==> config.mk <==
export PLATFORM = sky130hd
export DESIGN_NAME = busMultiManager
export DESIGN_NICKNAME = d
export VERILOG_FILES = /design/src/logic/ahbPkg.sv /design/src/logic/managerInputStage.sv /design/src/logic/beatCounter.sv /design/src/logic/busArbiter.sv /design/src/logic/busMultiManager.sv
export VERILOG_INCLUDE_DIRS = /design/src /design/src/logic
export SDC_FILE = /design/constraint.sdc
export NUM_CORES = 1
export LEC_CHECK = 0
export ABC_CLOCK_PERIOD_IN_PS = 4110
export BUFFER_PORTS_ARGS = -buffer_cell sky130_fd_sc_hd__buf_2
export CAP_MARGIN = 30
export CELL_PAD_IN_SITES_DETAIL_PLACEMENT = 0
export CELL_PAD_IN_SITES_GLOBAL_PLACEMENT = 1
export CORE_MARGIN = 5
export CORE_UTILIZATION = 35
export DETAILED_ROUTE_END_ITERATION = 16
export PLACE_DENSITY = 0.86
export RECOVER_POWER = 25
export SLEW_MARGIN = 10
export SYNTH_ARGS = -nofsm -noshare
export SYNTH_HDL_FRONTEND = slang
export SYNTH_SLANG_ARGS = --single-unit
==> constraint.sdc <==
create_clock -name HCLK -period 4.11 [get_ports HCLK]
set_input_delay 0.2055 -clock HCLK [delete_from_list [all_inputs] [get_ports HCLK]]
set_output_delay 0.2055 -clock HCLK [all_outputs]
set_load 0.01 [all_outputs]
==> src/logic/ahb_macros.svh <==
/* Edit the widths here. AHB_ADDR_BITS may be 32, 34 or 56 and AHB_DATA_BITS 32 or 64.
   The reset values give an idle word-sized SINGLE read at address zero */
`ifndef AHB_MACROS_SVH
`define AHB_MACROS_SVH

// Physical address width seen on HADDR
`define AHB_ADDR_BITS 32

// Width of HWDATA and HRDATA
`define AHB_DATA_BITS 32

// Counter width that holds a beat count of up to 16
`define AHB_BEAT_BITS 5

//////////////////////////////////////////////////
// Address-phase values held after reset
//////////////////////////////////////////////////
`define AHB_RESET_WRITE 1'b0
`define AHB_RESET_SIZE  3'd2
`define AHB_RESET_BURST 3'd0
`define AHB_RESET_TRANS 2'd0
`define AHB_RESET_ADDR  {`AHB_ADDR_BITS{1'b0}}

`endif

==> src/logic/ahbPkg.sv <==
/* AHB-Lite types shared by the front end. HPROT and HMASTLOCK are not carried,
   and HRESP is assumed to be OKAY at all times */
`default_nettype none

`include "ahb_macros.svh"

package ahbPkg;

  // Transfer type, encoded as on HTRANS
  typedef enum logic [1:0] {
    IDLE   = 2'b00,
    BUSY   = 2'b01,
    NONSEQ = 2'b10,
    SEQ    = 2'b11
  } htransT;

  // Burst type, encoded as on HBURST
  // Wrapping bursts are handled like the INCR burst of the same length
  typedef enum logic [2:0] {
    SINGLE = 3'b000,
    INCR   = 3'b001,
    WRAP4  = 3'b010,
    INCR4  = 3'b011,
    WRAP8  = 3'b100,
    INCR8  = 3'b101,
    WRAP16 = 3'b110,
    INCR16 = 3'b111
  } hburstT;

  // Log2 of the transfer size in bytes
  typedef logic [2:0] hsizeT;

  // One complete address phase
  typedef struct packed {
    logic                      write;
    hsizeT                     size;
    hburstT                    burst;
    htransT                    trans;
    logic [`AHB_ADDR_BITS-1:0] addr;
  } ahbReqT;

  // Which manager owns the bus
  typedef enum logic {
    IFU = 1'b0,
    LSU = 1'b1
  } managerIdT;

  typedef logic [`AHB_DATA_BITS-1:0] dataT;

  // Idle address phase used after reset and whenever the bus is held off
  localparam ahbReqT idleReq = '{
    write: `AHB_RESET_WRITE,
    size:  hsizeT'(`AHB_RESET_SIZE),
    burst: hburstT'(`AHB_RESET_BURST),
    trans: htransT'(`AHB_RESET_TRANS),
    addr:  `AHB_RESET_ADDR
  };

endpackage

`default_nettype wire

==> src/logic/managerInputStage.sv <==
/* The manager must keep its address phase stable while its HREADY is low.
   The saved copy is only meaningful after a save strobe */
`timescale 1ns/1ps
`default_nettype none

module managerInputStage import ahbPkg::*; (
  input  logic   HCLK,
  input  logic   rstN,
  // Strobes from the arbiter
  input  logic   save,
  input  logic   restore,
  input  logic   disableMgr,
  // Address phase from the manager and toward the arbiter
  input  ahbReqT reqIn,
  output ahbReqT reqOut,
  // Ready from the subordinate and back to the manager
  input  logic   readyIn,
  output logic   readyOut,
  // Status back to the arbiter
  output logic   request,
  output logic   active
);

  // Copy of the address phase that lost arbitration
  ahbReqT savedReq;

  //////////////////////////////////////////////////
  // Capture and replay
  //////////////////////////////////////////////////

  // The copy is taken on the edge that carries the save strobe
  always_ff @(posedge HCLK or negedge rstN) begin
    if (!rstN) begin
      savedReq <= idleReq;
    end else if (save) begin
      savedReq <= reqIn;
    end
  end

  // Live request passes straight through unless a replay is running
  assign reqOut = restore ? savedReq : reqIn;

  //////////////////////////////////////////////////
  // Status and ready gating
  //////////////////////////////////////////////////

  // Anything but IDLE counts as a request, BUSY included
  assign request = (reqOut.trans != IDLE);

  // A stalled manager sees HREADY low and so holds its address phase
  assign readyOut = readyIn & ~disableMgr;

  // Set when this stage's address phase is taken on the coming edge
  assign active = request & readyOut;

endmodule

`default_nettype wire

==> src/logic/beatCounter.sv <==
/* Counts beats of the burst that is on the bus, up to 16. Undefined-length INCR
   loads zero and never flags a last beat, so its end is found by the arbiter */
`timescale 1ns/1ps
`default_nettype none

`include "ahb_macros.svh"

module beatCounter import ahbPkg::*; (
  input  logic   HCLK,
  input  logic   rstN,
  // Burst and transfer type currently driven to the subordinate
  input  hburstT burst,
  input  htransT trans,
  // Subordinate ready; a beat is taken only on NONSEQ or SEQ
  input  logic   accept,
  output logic   lastBeat
);

  typedef logic [`AHB_BEAT_BITS-1:0] countT;

  // Beats left, counting the one now on the bus
  countT remain;
  // Beats of a burst that starts now
  countT burstLen;
  // Count that applies to the present beat
  countT curCount;
  logic  taken;

  // Length of a new burst from its HBURST code
  always_comb begin
    case (burst)
      SINGLE:         burstLen = countT'(1);
      WRAP4, INCR4:   burstLen = countT'(4);
      WRAP8, INCR8:   burstLen = countT'(8);
      WRAP16, INCR16: burstLen = countT'(16);
      default:        burstLen = countT'(0);
    endcase
  end

  // A NONSEQ starts fresh and any other beat continues the stored count
  assign curCount = (trans == NONSEQ) ? burstLen : remain;

  assign taken = accept && ((trans == NONSEQ) || (trans == SEQ));

  // True for a SINGLE and for the final beat of a fixed burst
  assign lastBeat = (curCount == countT'(1));

  //////////////////////////////////////////////////
  // Beat count register
  //////////////////////////////////////////////////
  always_ff @(posedge HCLK or negedge rstN) begin
    if (!rstN) begin
      remain <= '0;
    end else if (taken) begin
      // Zero stays zero for undefined-length bursts
      remain <= (curCount == '0) ? '0 : curCount - countT'(1);
    end
  end

endmodule

`default_nettype wire

==> src/logic/busArbiter.sv <==
/* Two managers with fixed LSU priority. A fixed-length burst is never broken up;
   an INCR burst ends when its owner drives IDLE or a new NONSEQ */
`timescale 1ns/1ps
`default_nettype none

module busArbiter import ahbPkg::*; (
  input  logic      HCLK,
  input  logic      rstN,
  // Address phases and status from both input stages
  input  ahbReqT    ifuReq,
  input  ahbReqT    lsuReq,
  input  logic      ifuRequest,
  input  logic      lsuRequest,
  input  dataT      ifuWdata,
  input  dataT      lsuWdata,
  input  logic      subHREADY,
  input  logic      lastBeat,
  // Strobes to the IFU stage
  output logic      ifuSave,
  output logic      ifuRestore,
  output logic      ifuDisable,
  // Strobes to the LSU stage
  output logic      lsuSave,
  output logic      lsuRestore,
  output logic      lsuDisable,
  // Merged manager port
  output ahbReqT    sub,
  output dataT      subHWDATA,
  output managerIdT grant
);

  typedef enum logic [1:0] {ARB_IDLE, ARB_BURST, ARB_REPLAY} arbStateT;

  arbStateT  state, stateNext;
  managerIdT owner, otherId, grantNext, dataGrant;
  ahbReqT    ownerBus;
  logic      pending, pendingNext;
  logic      otherReq, otherSave, incrEnd, hold, accept;
  // A transfer sat on the bus through the last wait state
  logic      stalled;

  //////////////////////////////////////////////////
  // Ownership of the address phase
  //////////////////////////////////////////////////
  always_comb begin
    // Owner only changes on a ready cycle with no stalled transfer on the bus
    owner = grant;
    if ((state == ARB_IDLE) && subHREADY && !stalled) begin
      if (lsuRequest) begin
        owner = LSU;
      end else if (ifuRequest) begin
        owner = IFU;
      end
    end
  end

  assign otherId  = (owner == LSU) ? IFU : LSU;
  assign ownerBus = (owner == LSU) ? lsuReq : ifuReq;
  assign otherReq = (owner == LSU) ? ifuRequest : lsuRequest;

  // Owner dropped out of its burst with IDLE or opened a new one with NONSEQ
  assign incrEnd = (state == ARB_BURST) &&
                   ((ownerBus.trans == IDLE) || (ownerBus.trans == NONSEQ));
  // A waiting manager goes first, so the owner's next NONSEQ is held back
  assign hold    = incrEnd && pending;

  assign sub    = hold ? idleReq : ownerBus;
  assign accept = subHREADY && ((sub.trans == NONSEQ) || (sub.trans == SEQ));

  // The loser is copied once, on a ready edge, and then waits
  assign otherSave = subHREADY && otherReq && !pending;

  //////////////////////////////////////////////////
  // Next state
  //////////////////////////////////////////////////
  always_comb begin
    stateNext   = state;
    grantNext   = grant;
    pendingNext = pending | otherSave;
    // While idle the grant just follows the priority pick
    if (state == ARB_IDLE) begin
      grantNext = owner;
    end
    if (accept) begin
      grantNext = owner;
      if (!lastBeat) begin
        stateNext = ARB_BURST;
      end else if (pending || otherSave) begin
        stateNext   = ARB_REPLAY;
        grantNext   = otherId;
        pendingNext = 1'b0;
      end else begin
        stateNext = ARB_IDLE;
      end
    end else if (incrEnd && subHREADY) begin
      if (pending) begin
        stateNext   = ARB_REPLAY;
        grantNext   = otherId;
        pendingNext = 1'b0;
      end else begin
        stateNext = ARB_IDLE;
      end
    end
  end

  always_ff @(posedge HCLK or negedge rstN) begin
    if (!rstN) begin
      state     <= ARB_IDLE;
      grant     <= LSU;
      pending   <= 1'b0;
      dataGrant <= LSU;
      stalled   <= 1'b0;
    end else begin
      state     <= stateNext;
      grant     <= grantNext;
      pending   <= pendingNext;
      // A transfer shown in a wait state stays on the bus until it is taken
      stalled   <= !subHREADY && ((sub.trans == NONSEQ) || (sub.trans == SEQ));
      // Data phase belongs to whoever owned the accepted address phase
      if (accept) begin
        dataGrant <= owner;
      end
    end
  end

  //////////////////////////////////////////////////
  // Stage strobes and write data
  //////////////////////////////////////////////////

  // Restore is taken from registers only, which keeps request out of the loop
  assign ifuRestore = (state == ARB_REPLAY) && (grant == IFU);
  assign lsuRestore = (state == ARB_REPLAY) && (grant == LSU);

  assign ifuSave = (owner == LSU) && otherSave;
  assign lsuSave = (owner == IFU) && otherSave;

  // The loser stalls while it asks, and the owner stalls while held back
  assign ifuDisable = (owner == IFU) ? hold : otherReq;
  assign lsuDisable = (owner == LSU) ? hold : otherReq;

  assign subHWDATA = (dataGrant == LSU) ? lsuWdata : ifuWdata;

endmodule

`default_nettype wire

==> src/logic/busMultiManager.sv <==
/* Merges the IFU and LSU onto one AHB-Lite manager port for a single subordinate.
   HRESP is not routed, so error responses are not supported */
`timescale 1ns/1ps
`default_nettype none

module busMultiManager import ahbPkg::*; (
  input  logic   HCLK,
  input  logic   rstN,
  // Instruction fetch manager
  input  ahbReqT ifuReq,
  input  dataT   ifuHWDATA,
  output logic   ifuHREADY,
  // Load/store manager
  input  ahbReqT lsuReq,
  input  dataT   lsuHWDATA,
  output logic   lsuHREADY,
  // Subordinate side
  output ahbReqT sub,
  output dataT   subHWDATA,
  input  logic   subHREADY,
  input  dataT   subHRDATA,
  output dataT   HRDATA
);

  // Address phases after the replay muxes
  ahbReqT    ifuStageReq;
  ahbReqT    lsuStageReq;

  // Arbiter strobes
  logic      ifuSave, ifuRestore, ifuDisable;
  logic      lsuSave, lsuRestore, lsuDisable;

  // Stage status
  logic      ifuRequest, ifuActive;
  logic      lsuRequest, lsuActive;

  logic      lastBeat;

  // Bus owner, kept at the top for debug and protocol checks
  managerIdT grant;

  //////////////////////////////////////////////////
  // Manager input stages
  //////////////////////////////////////////////////
  managerInputStage ifuStage (
    .HCLK       (HCLK),
    .rstN       (rstN),
    .save       (ifuSave),
    .restore    (ifuRestore),
    .disableMgr (ifuDisable),
    .reqIn      (ifuReq),
    .reqOut     (ifuStageReq),
    .readyIn    (subHREADY),
    .readyOut   (ifuHREADY),
    .request    (ifuRequest),
    .active     (ifuActive)
  );

  managerInputStage lsuStage (
    .HCLK       (HCLK),
    .rstN       (rstN),
    .save       (lsuSave),
    .restore    (lsuRestore),
    .disableMgr (lsuDisable),
    .reqIn      (lsuReq),
    .reqOut     (lsuStageReq),
    .readyIn    (subHREADY),
    .readyOut   (lsuHREADY),
    .request    (lsuRequest),
    .active     (lsuActive)
  );

  //////////////////////////////////////////////////
  // Burst tracking and arbitration
  //////////////////////////////////////////////////

  // Watches the merged port so it follows whichever manager owns it
  beatCounter beatCount (
    .HCLK     (HCLK),
    .rstN     (rstN),
    .burst    (sub.burst),
    .trans    (sub.trans),
    .accept   (subHREADY),
    .lastBeat (lastBeat)
  );

  busArbiter arbiter (
    .HCLK       (HCLK),
    .rstN       (rstN),
    .ifuReq     (ifuStageReq),
    .lsuReq     (lsuStageReq),
    .ifuRequest (ifuRequest),
    .lsuRequest (lsuRequest),
    .ifuWdata   (ifuHWDATA),
    .lsuWdata   (lsuHWDATA),
    .subHREADY  (subHREADY),
    .lastBeat   (lastBeat),
    .ifuSave    (ifuSave),
    .ifuRestore (ifuRestore),
    .ifuDisable (ifuDisable),
    .lsuSave    (lsuSave),
    .lsuRestore (lsuRestore),
    .lsuDisable (lsuDisable),
    .sub        (sub),
    .subHWDATA  (subHWDATA),
    .grant      (grant)
  );

  // Each manager picks its own read data by its HREADY
  assign HRDATA = subHRDATA;

endmodule

`default_nettype wire

==> metrics, run 1 <==
Async S/R FF share, synth 100%; Post-synth top cells 117 x mux2_2, 89 x dfrtp_1, 75 x a211oi_1; I/O pin count 288; Die W 142 um; Final #Nets 921; Area Growth Syn to Fin 23.7%; Hold Fails Final Rpt 0; post-synthesis register bit count 93; critical path capture point type flip-flop; CP Class flip-flop to flip-flop; crit path max fanout 9; vias post-DR 5088; Residual DRC 0; Tmin final 3.82 ns; Layout Cells excl Fill 972; clk buf depth 2; Slew @ Worst Pin 1.36 ns; wire per inst 19.4 um; vias in the first global route 5283; DP HPWL 14.4 mm; pre-CTS WS 0.340 ns; crit path from arbiter.state[1]$_DFFE_PN0P_; Fillers 1671; Post-Syn Area per Cell 10.8 um^2; Critical-path top delay cell or4b_4; Worst path max stage delay 0.66 ns; Yosys cell types 55; worst setup margin 0.289 ns; DR pass1 iterations 4; Overall Global Routing Usage 18.2%; Mapped Area 6090 um^2; DR iter-0 viols 239; Placed Instances 949; HP Class primary input to flip-flop; Slew HR 9.63%; CTS Buf Count 9; Clk Latency, worst-skew pair 0.35 ns; Fmax 262 MHz; Final Setup Violations 0; TritonCTS clock tree built; initial core utilization 35.5%; pin count of the biggest net entering global routing 75; VDD IR max 453 uV; syn_nets 747; Area contributors post-synth dfrtp_1 37%, mux2_2 22%, a211oi_1 9.2%; first-pass GRT wire length 28.5 mm; Post-synth EDFFs 0; clock sinks 93; antenna viol nets, final 0; ys flop type dfrtp_1; leakage 3.63 nW; outcome completed; Req. time, crit path 4.35 ns; Rows 48; Setup Skew 0.00556 ns; Port Buffer Count 223; hold_sp ifuReq[37]; Util after Layout 43.9%; Tcrit/Tclk final 93.0%; Mapped Cells 563; count leader, synth mux2_2; unrepaired setup endpoints after global routing no; worst path cell trace or4b_4, o21a_4, nor4_2, or2_1, nand2_2, o41ai_2, ha_1, inv_1, nor4_2, nor3_1, nor4b_1; root buffer cell clkbuf_16; Core Area 17200 um^2; die area 20100 um^2; Most common cell on crit path nor4_2; pwr dens 788 nW/um^2; Post-Route WL 18.8 mm; reg2reg start arbiter.state[1]$_DFFE_PN0P_; postcts setup bufs 0; setup_tns 0 ns; antenna violations before repair 8; Bufs and invs on worst path 1; gr ovfl total 0; Max Slew Vio Count 0; RD Place Congestion 0.835; share of the synthesized area in the top cell type 36.6%; die extent in y 142 um; Reg clk slew, reported paths 0.07 ns; sequential area share after synthesis 38.3%; crit path launch type flip-flop; CP delay by family, top simple AND/OR/NAND/NOR gates; share of post-route cells with drive strength above 1 52.4%; MaxCap Viol Count 0; Resize count post-CTS 0; H-tree Lvls 3; Arr. time, crit path 4.06 ns; leading area contributor after synthesis dfrtp_1; Ys Warns 0; drt via density 5.23
-- cell families after synthesis --
| family | Yosys count | synth area share [%] |
|---|---|---|
| adder cells (fa/ha/maj) | 3 | 0.616 |
| AO/OA/AOI/OAI | 118 | 14.3 |
| buffers and inverters | 82 | 7.29 |
| multiplexers | 165 | 29.5 |
| AND/OR/NAND/NOR | 102 | 10.0 |
| flip-flops | 93 | 38.3 |
-- power breakdown --
| group | internal [W] | switching (W) | total, W |
|---|---|---|---|
| Combinational | 0.00153 | 0.00189 | 0.00341 |
| Clock | 0.000474 | 0.000369 | 0.000842 |
| Sequential | 0.00138 | 0.000300 | 0.00168 |
| Total | 0.00338 | 0.00256 | 0.00594 |
-- repair_timing --
action | CTS | global route
hold buffers | 0 | 1
endpoints found under the hold margin | 0 | 21
setup endpoints to repair | 0 | 0
-- layout make-up --
class / instances / area, um^2 / share of cell area (%)
multi-input cells: 388 / 3340 / 44.3
clock inverters: 7 / 73.8 / 0.980
diodes: 5 / 12.5 / 0.166
repair buffers: 237 / 1240 / 16.5
well taps: 225 / 282 / 3.74
inverters: 8 / 30.0 / 0.398
clock buffers: 9 / 225 / 2.99
flip-flops and latches: 93 / 2330 / 30.9
-- sequential cells by signal, summed over array words and instances (netlist names) --
name               cells
beatCount.remain       5
lsuStage.savedReq     41
ifuStage.savedReq     41
arbiter.grant          1
arbiter.dataGrant      1
arbiter.state          2
arbiter.stalled        1
arbiter.pending        1
-- worst paths after layout --
path,slack (ns),cells after the start,to
min in group asynchronous,0.70,2,lsuStage.savedReq[19]$_DFFE_PN0P_
hold reg to reg,0.51,1,lsuStage.savedReq[3]$_DFFE_PN0P_
setup reg to reg,0.29,11,arbiter.grant$_DFF_PN1_
setup / recovery,0.29,11,arbiter.grant$_DFF_PN1_
hold / removal,0.10,2,ifuStage.savedReq[37]$_DFFE_PN0P_
max in group asynchronous,2.08,4,ifuStage.savedReq[38]$_DFFE_PN1P_
-- layer usage --
layer / share of wire [%] / global-route usage (%) / up-vias / wire length [um]
met3: 7.9 / 5.09 / 44 / 1490
li1: - / - / 2422 / -
met4: 3.1 / 8.69 / 6 / 583
met1: 36 / 19.7 / 2414 / 6770
met5: 0.22 / 0 / - / 41
met2: 53 / 32.9 / 202 / 9940
-- placed cells by master, fill, tap and decap left out, types with 8 or more instances in the layout --
cell type    n
buf_2      222
mux2_2     117
dfrtp_1     89
a211oi_1    75
mux2i_1     48
nor2b_1     38
nand2_1     15
buf_4       12
nor2_1      10
o21ai_0      9
clkbuf_16    9
inv_1        8
-- through the flow --
stage          hold slack [ns]  area, um^2  total power (W)
2_1_floorplan          -0.0901        6090          0.00402
3_3_place_gp             0.389        7190          0.00511
3_5_place_dp             0.388        7190          0.00514
4_1_cts                0.00967        7490          0.00602
5_1_grt                 0.0895        7540          0.00640
6_report                 0.100        7540          0.00594
(Power assumes the default switching activity.)
==> run 2, diff against run 1 <==
--- a/config.mk
+++ b/config.mk
@@ -7,5 +7,4 @@
 export NUM_CORES = 1
 export LEC_CHECK = 0
-export ABC_CLOCK_PERIOD_IN_PS = 4110
 export BUFFER_PORTS_ARGS = -buffer_cell sky130_fd_sc_hd__buf_2
 export CAP_MARGIN = 30
==> constraint.sdc (replaced) <==
create_clock -name HCLK -period 4.11 [get_ports HCLK]
set_input_delay 0.411 -clock HCLK [delete_from_list [all_inputs] [get_ports HCLK]]
set_output_delay 0.411 -clock HCLK [all_outputs]
set_load 0.01 [all_outputs]
==> run 2 against run 1 <==
The run now ends with max-capacitance violations, max-slew violations left; via count is essentially flat; cell area shrank 0.18%; wire length shrank 0.12%; sequential power is essentially flat; die area is the same; clock power grew 2%; utilization shrank 0.080 points; largest cell class unchanged; largest power group unchanged.
==> metrics, run 2 (synthesis results as in run 1) <==
crit path max fanout 9 (unchanged); vias post-DR 5093 (+0.098%); antenna violations before repair 2 (-6); DP HPWL 14.5 mm (+0.43%); Crit path depth 11 (unchanged); initial core utilization 35.5% (unchanged); commonest non-fill, non-tap cell in the layout buf_2; Most common cell on crit path nor4_2; pin count of the biggest net entering global routing 55 (-27%); crit path launch type flip-flop; outcome finished with violations; Rows 48 (unchanged); Placed Instances 952 (+0.32%); RD Place Congestion 0.824 (-1.3%); Fillers 1700 (+1.7%); CTS Buf Count 9 (unchanged); Top Registers ifuStage.savedReq (41), lsuStage.savedReq (41), beatCount.remain (5); CP Class flip-flop to flip-flop; Clk Latency, worst-skew pair 0.35 ns (about the same); Fmax 267 MHz (+2.2%); Tmin final 3.74 ns (-0.0809 ns); Req. time, crit path 4.36 ns (about the same); Slew HR -62.1% (-72 points); HP Class primary input to flip-flop; drt via density 5.27 (+0.62%); wire per inst 19.4 um (+0.40%); clk buf depth 2 (unchanged); Layout Cells excl Fill 967 (-0.51%); hold_buf cts 0 (unchanged); worst path cell trace or4b_4, o21a_4, nor4_2, or2_1, nand2_2, o41ai_2, ha_1, inv_1, nor4_2, nor3_1, nor4b_1; vias in the first global route 5227 (-1.1%); gr ovfl total 0 (unchanged); first-pass GRT wire length 28.9 mm (+1.4%); setup_tns 0 ns (unchanged); Post-Route WL 18.8 mm (-0.12%); Die W 142 um (unchanged); MaxCap Viol Count 1 (+1); Final Setup Violations 0 (unchanged); unrepaired setup endpoints after global routing no; TritonCTS clock tree built; critical path capture point type flip-flop; Critical Path Sink arbiter.grant$_DFF_PN1_; Setup Skew 0.00707 ns (+0.00152 ns); leakage 3.63 nW (+0.13%); pwr dens 793 nW/um^2 (+0.54%); Hold Fails Final Rpt 0 (unchanged); antenna viol nets, final 0 (unchanged); Worst path max stage delay 0.65 ns (about the same); most frequent cells in the layout 222 x buf_2, 117 x mux2_2, 89 x dfrtp_1; Slew @ Worst Pin 2.43 ns (+1.08 ns); root buffer cell clkbuf_16; Port Buffer Count 223 (unchanged); Critical-path top delay cell or4b_4; postcts setup bufs 0 (unchanged); Resize count post-CTS 0 (unchanged); CP delay by family, top simple AND/OR/NAND/NOR gates; Critical R2R Capture arbiter.grant$_DFF_PN1_; antenna diode count 0 (-5); share of post-route cells with drive strength above 1 52.4% (unchanged); Bufs and invs on worst path 1 (unchanged); failing checks max-capacitance violations, max-slew violations; Reg2Reg Depth 11 (unchanged); Reg clk slew, reported paths 0.07 ns (about the same); Max Slew Vio Count 43 (+43); I/O pin count 288 (unchanged); reg2reg start arbiter.state[1]$_DFFE_PN0P_; DR pass1 iterations 4 (unchanged); clock sinks 93 (unchanged); H-tree Lvls 3 (unchanged); Arr. time, crit path 3.99 ns (-0.07 ns); die area 20100 um^2 (unchanged); Power, Total 0.00596 W (+0.36%); VDD IR max 332 uV (-27%); Area Growth Syn to Fin 23.5%; Tcrit/Tclk final 91.0% (-2.0 points); Final #Nets 922 (+0.11%); DR iter-0 viols 239 (unchanged); reg2reg setup slack 0.37 ns (+0.08 ns); Overall Global Routing Usage 18.4% (+0.21 points); crit path from arbiter.state[1]$_DFFE_PN0P_; Residual DRC 0 (unchanged); Core Area 17200 um^2 (unchanged); die extent in y 142 um (unchanged)
-- run 2: cell count changes in the layout (fill, tap and decap cells not counted) --
cell / previous run / this run
buf_16: 1 / 0
buf_4: 12 / 14
clkinv_4: 2 / 0
clkinv_2: 2 / 1
diode_2: 5 / 0
dlygate4sd3_1: 1 / 0
buf_12: 0 / 1
clkbuf_1: 1 / 2
clkbuf_8: 0 / 2
clkinvlp_4: 1 / 0
-- run 2: stage by stage --
| step | setup WS, ns | cell area [um^2] | util [%] | hold slack [ns] |
|---|---|---|---|---|
| 5_1_grt | 0.0267 | 7520 | 43.8 | 0.292 |
| 3_5_place_dp | 0.417 | 7230 | 42.1 | 0.450 |
| 2_1_floorplan | 0.645 | 6090 | - | 0.115 |
| 3_3_place_gp | 0.438 | 7210 | 42.0 | 0.485 |
| 4_1_cts | 0.381 | 7530 | 43.8 | 0.0711 |
| 6_report | 0.370 | 7520 | 43.8 | 0.308 |
-- run 2: final cells by class --
type	instances	area (um^2)	share of cell area, %
sequential	93	2330	31.0
clock inverter	3	43.8	0.582
inverter	8	30.0	0.399
clock buffer	12	256	3.41
timing repair buffer	238	1240	16.5
multi-input combinational	388	3340	44.4
tap	225	282	3.74
-- run 2: power by group --
group	total, W	switching, W	internal (W)
clock network	0.000858	0.000355	0.000503
registers	0.00168	0.000298	0.00139
logic	0.00342	0.00189	0.00153
-- run 2: worst min path at each step --
stage	from	end	slack [ns]	cells past startpoint
after floorplan	rstN	arbiter.pending$_DFF_PN0_	0.12	0
after global placement	ifuStage.savedReq[34]$_DFFE_PN0P_	ifuStage.savedReq[34]$_DFFE_PN0P_	0.49	1
after detailed placement	rstN	lsuStage.savedReq[19]$_DFFE_PN0P_	0.45	1
after CTS	rstN	lsuStage.savedReq[22]$_DFFE_PN0P_	0.07	1
after global routing	lsuReq[7]	lsuStage.savedReq[7]$_DFFE_PN0P_	0.29	2
final	lsuReq[38]	lsuStage.savedReq[38]$_DFFE_PN1P_	0.31	2
-- run 2: routing by layer --
layer / GRT usage, % / up-vias / wire length [um]
met3: 5.43 / 36 / 1410
met1: 20.4 / 2451 / 6970
met2: 33.8 / 190 / 9940
met5: 0 / - / 21
li1: - / 2412 / -
met4: 6.11 / 4 / 461
-- run 2: worst reg2reg max path: stages, from the launching register on --
cell	delay (ns)
dfrtp_1	0.46
or4b_4	0.65
o21a_4	0.28
nor4_2	0.29
or2_1	0.20
nand2_2	0.15
o41ai_2	0.52
ha_1	0.25
inv_1	0.08
nor4_2	0.37
nor3_1	0.09
nor4b_1	0.30
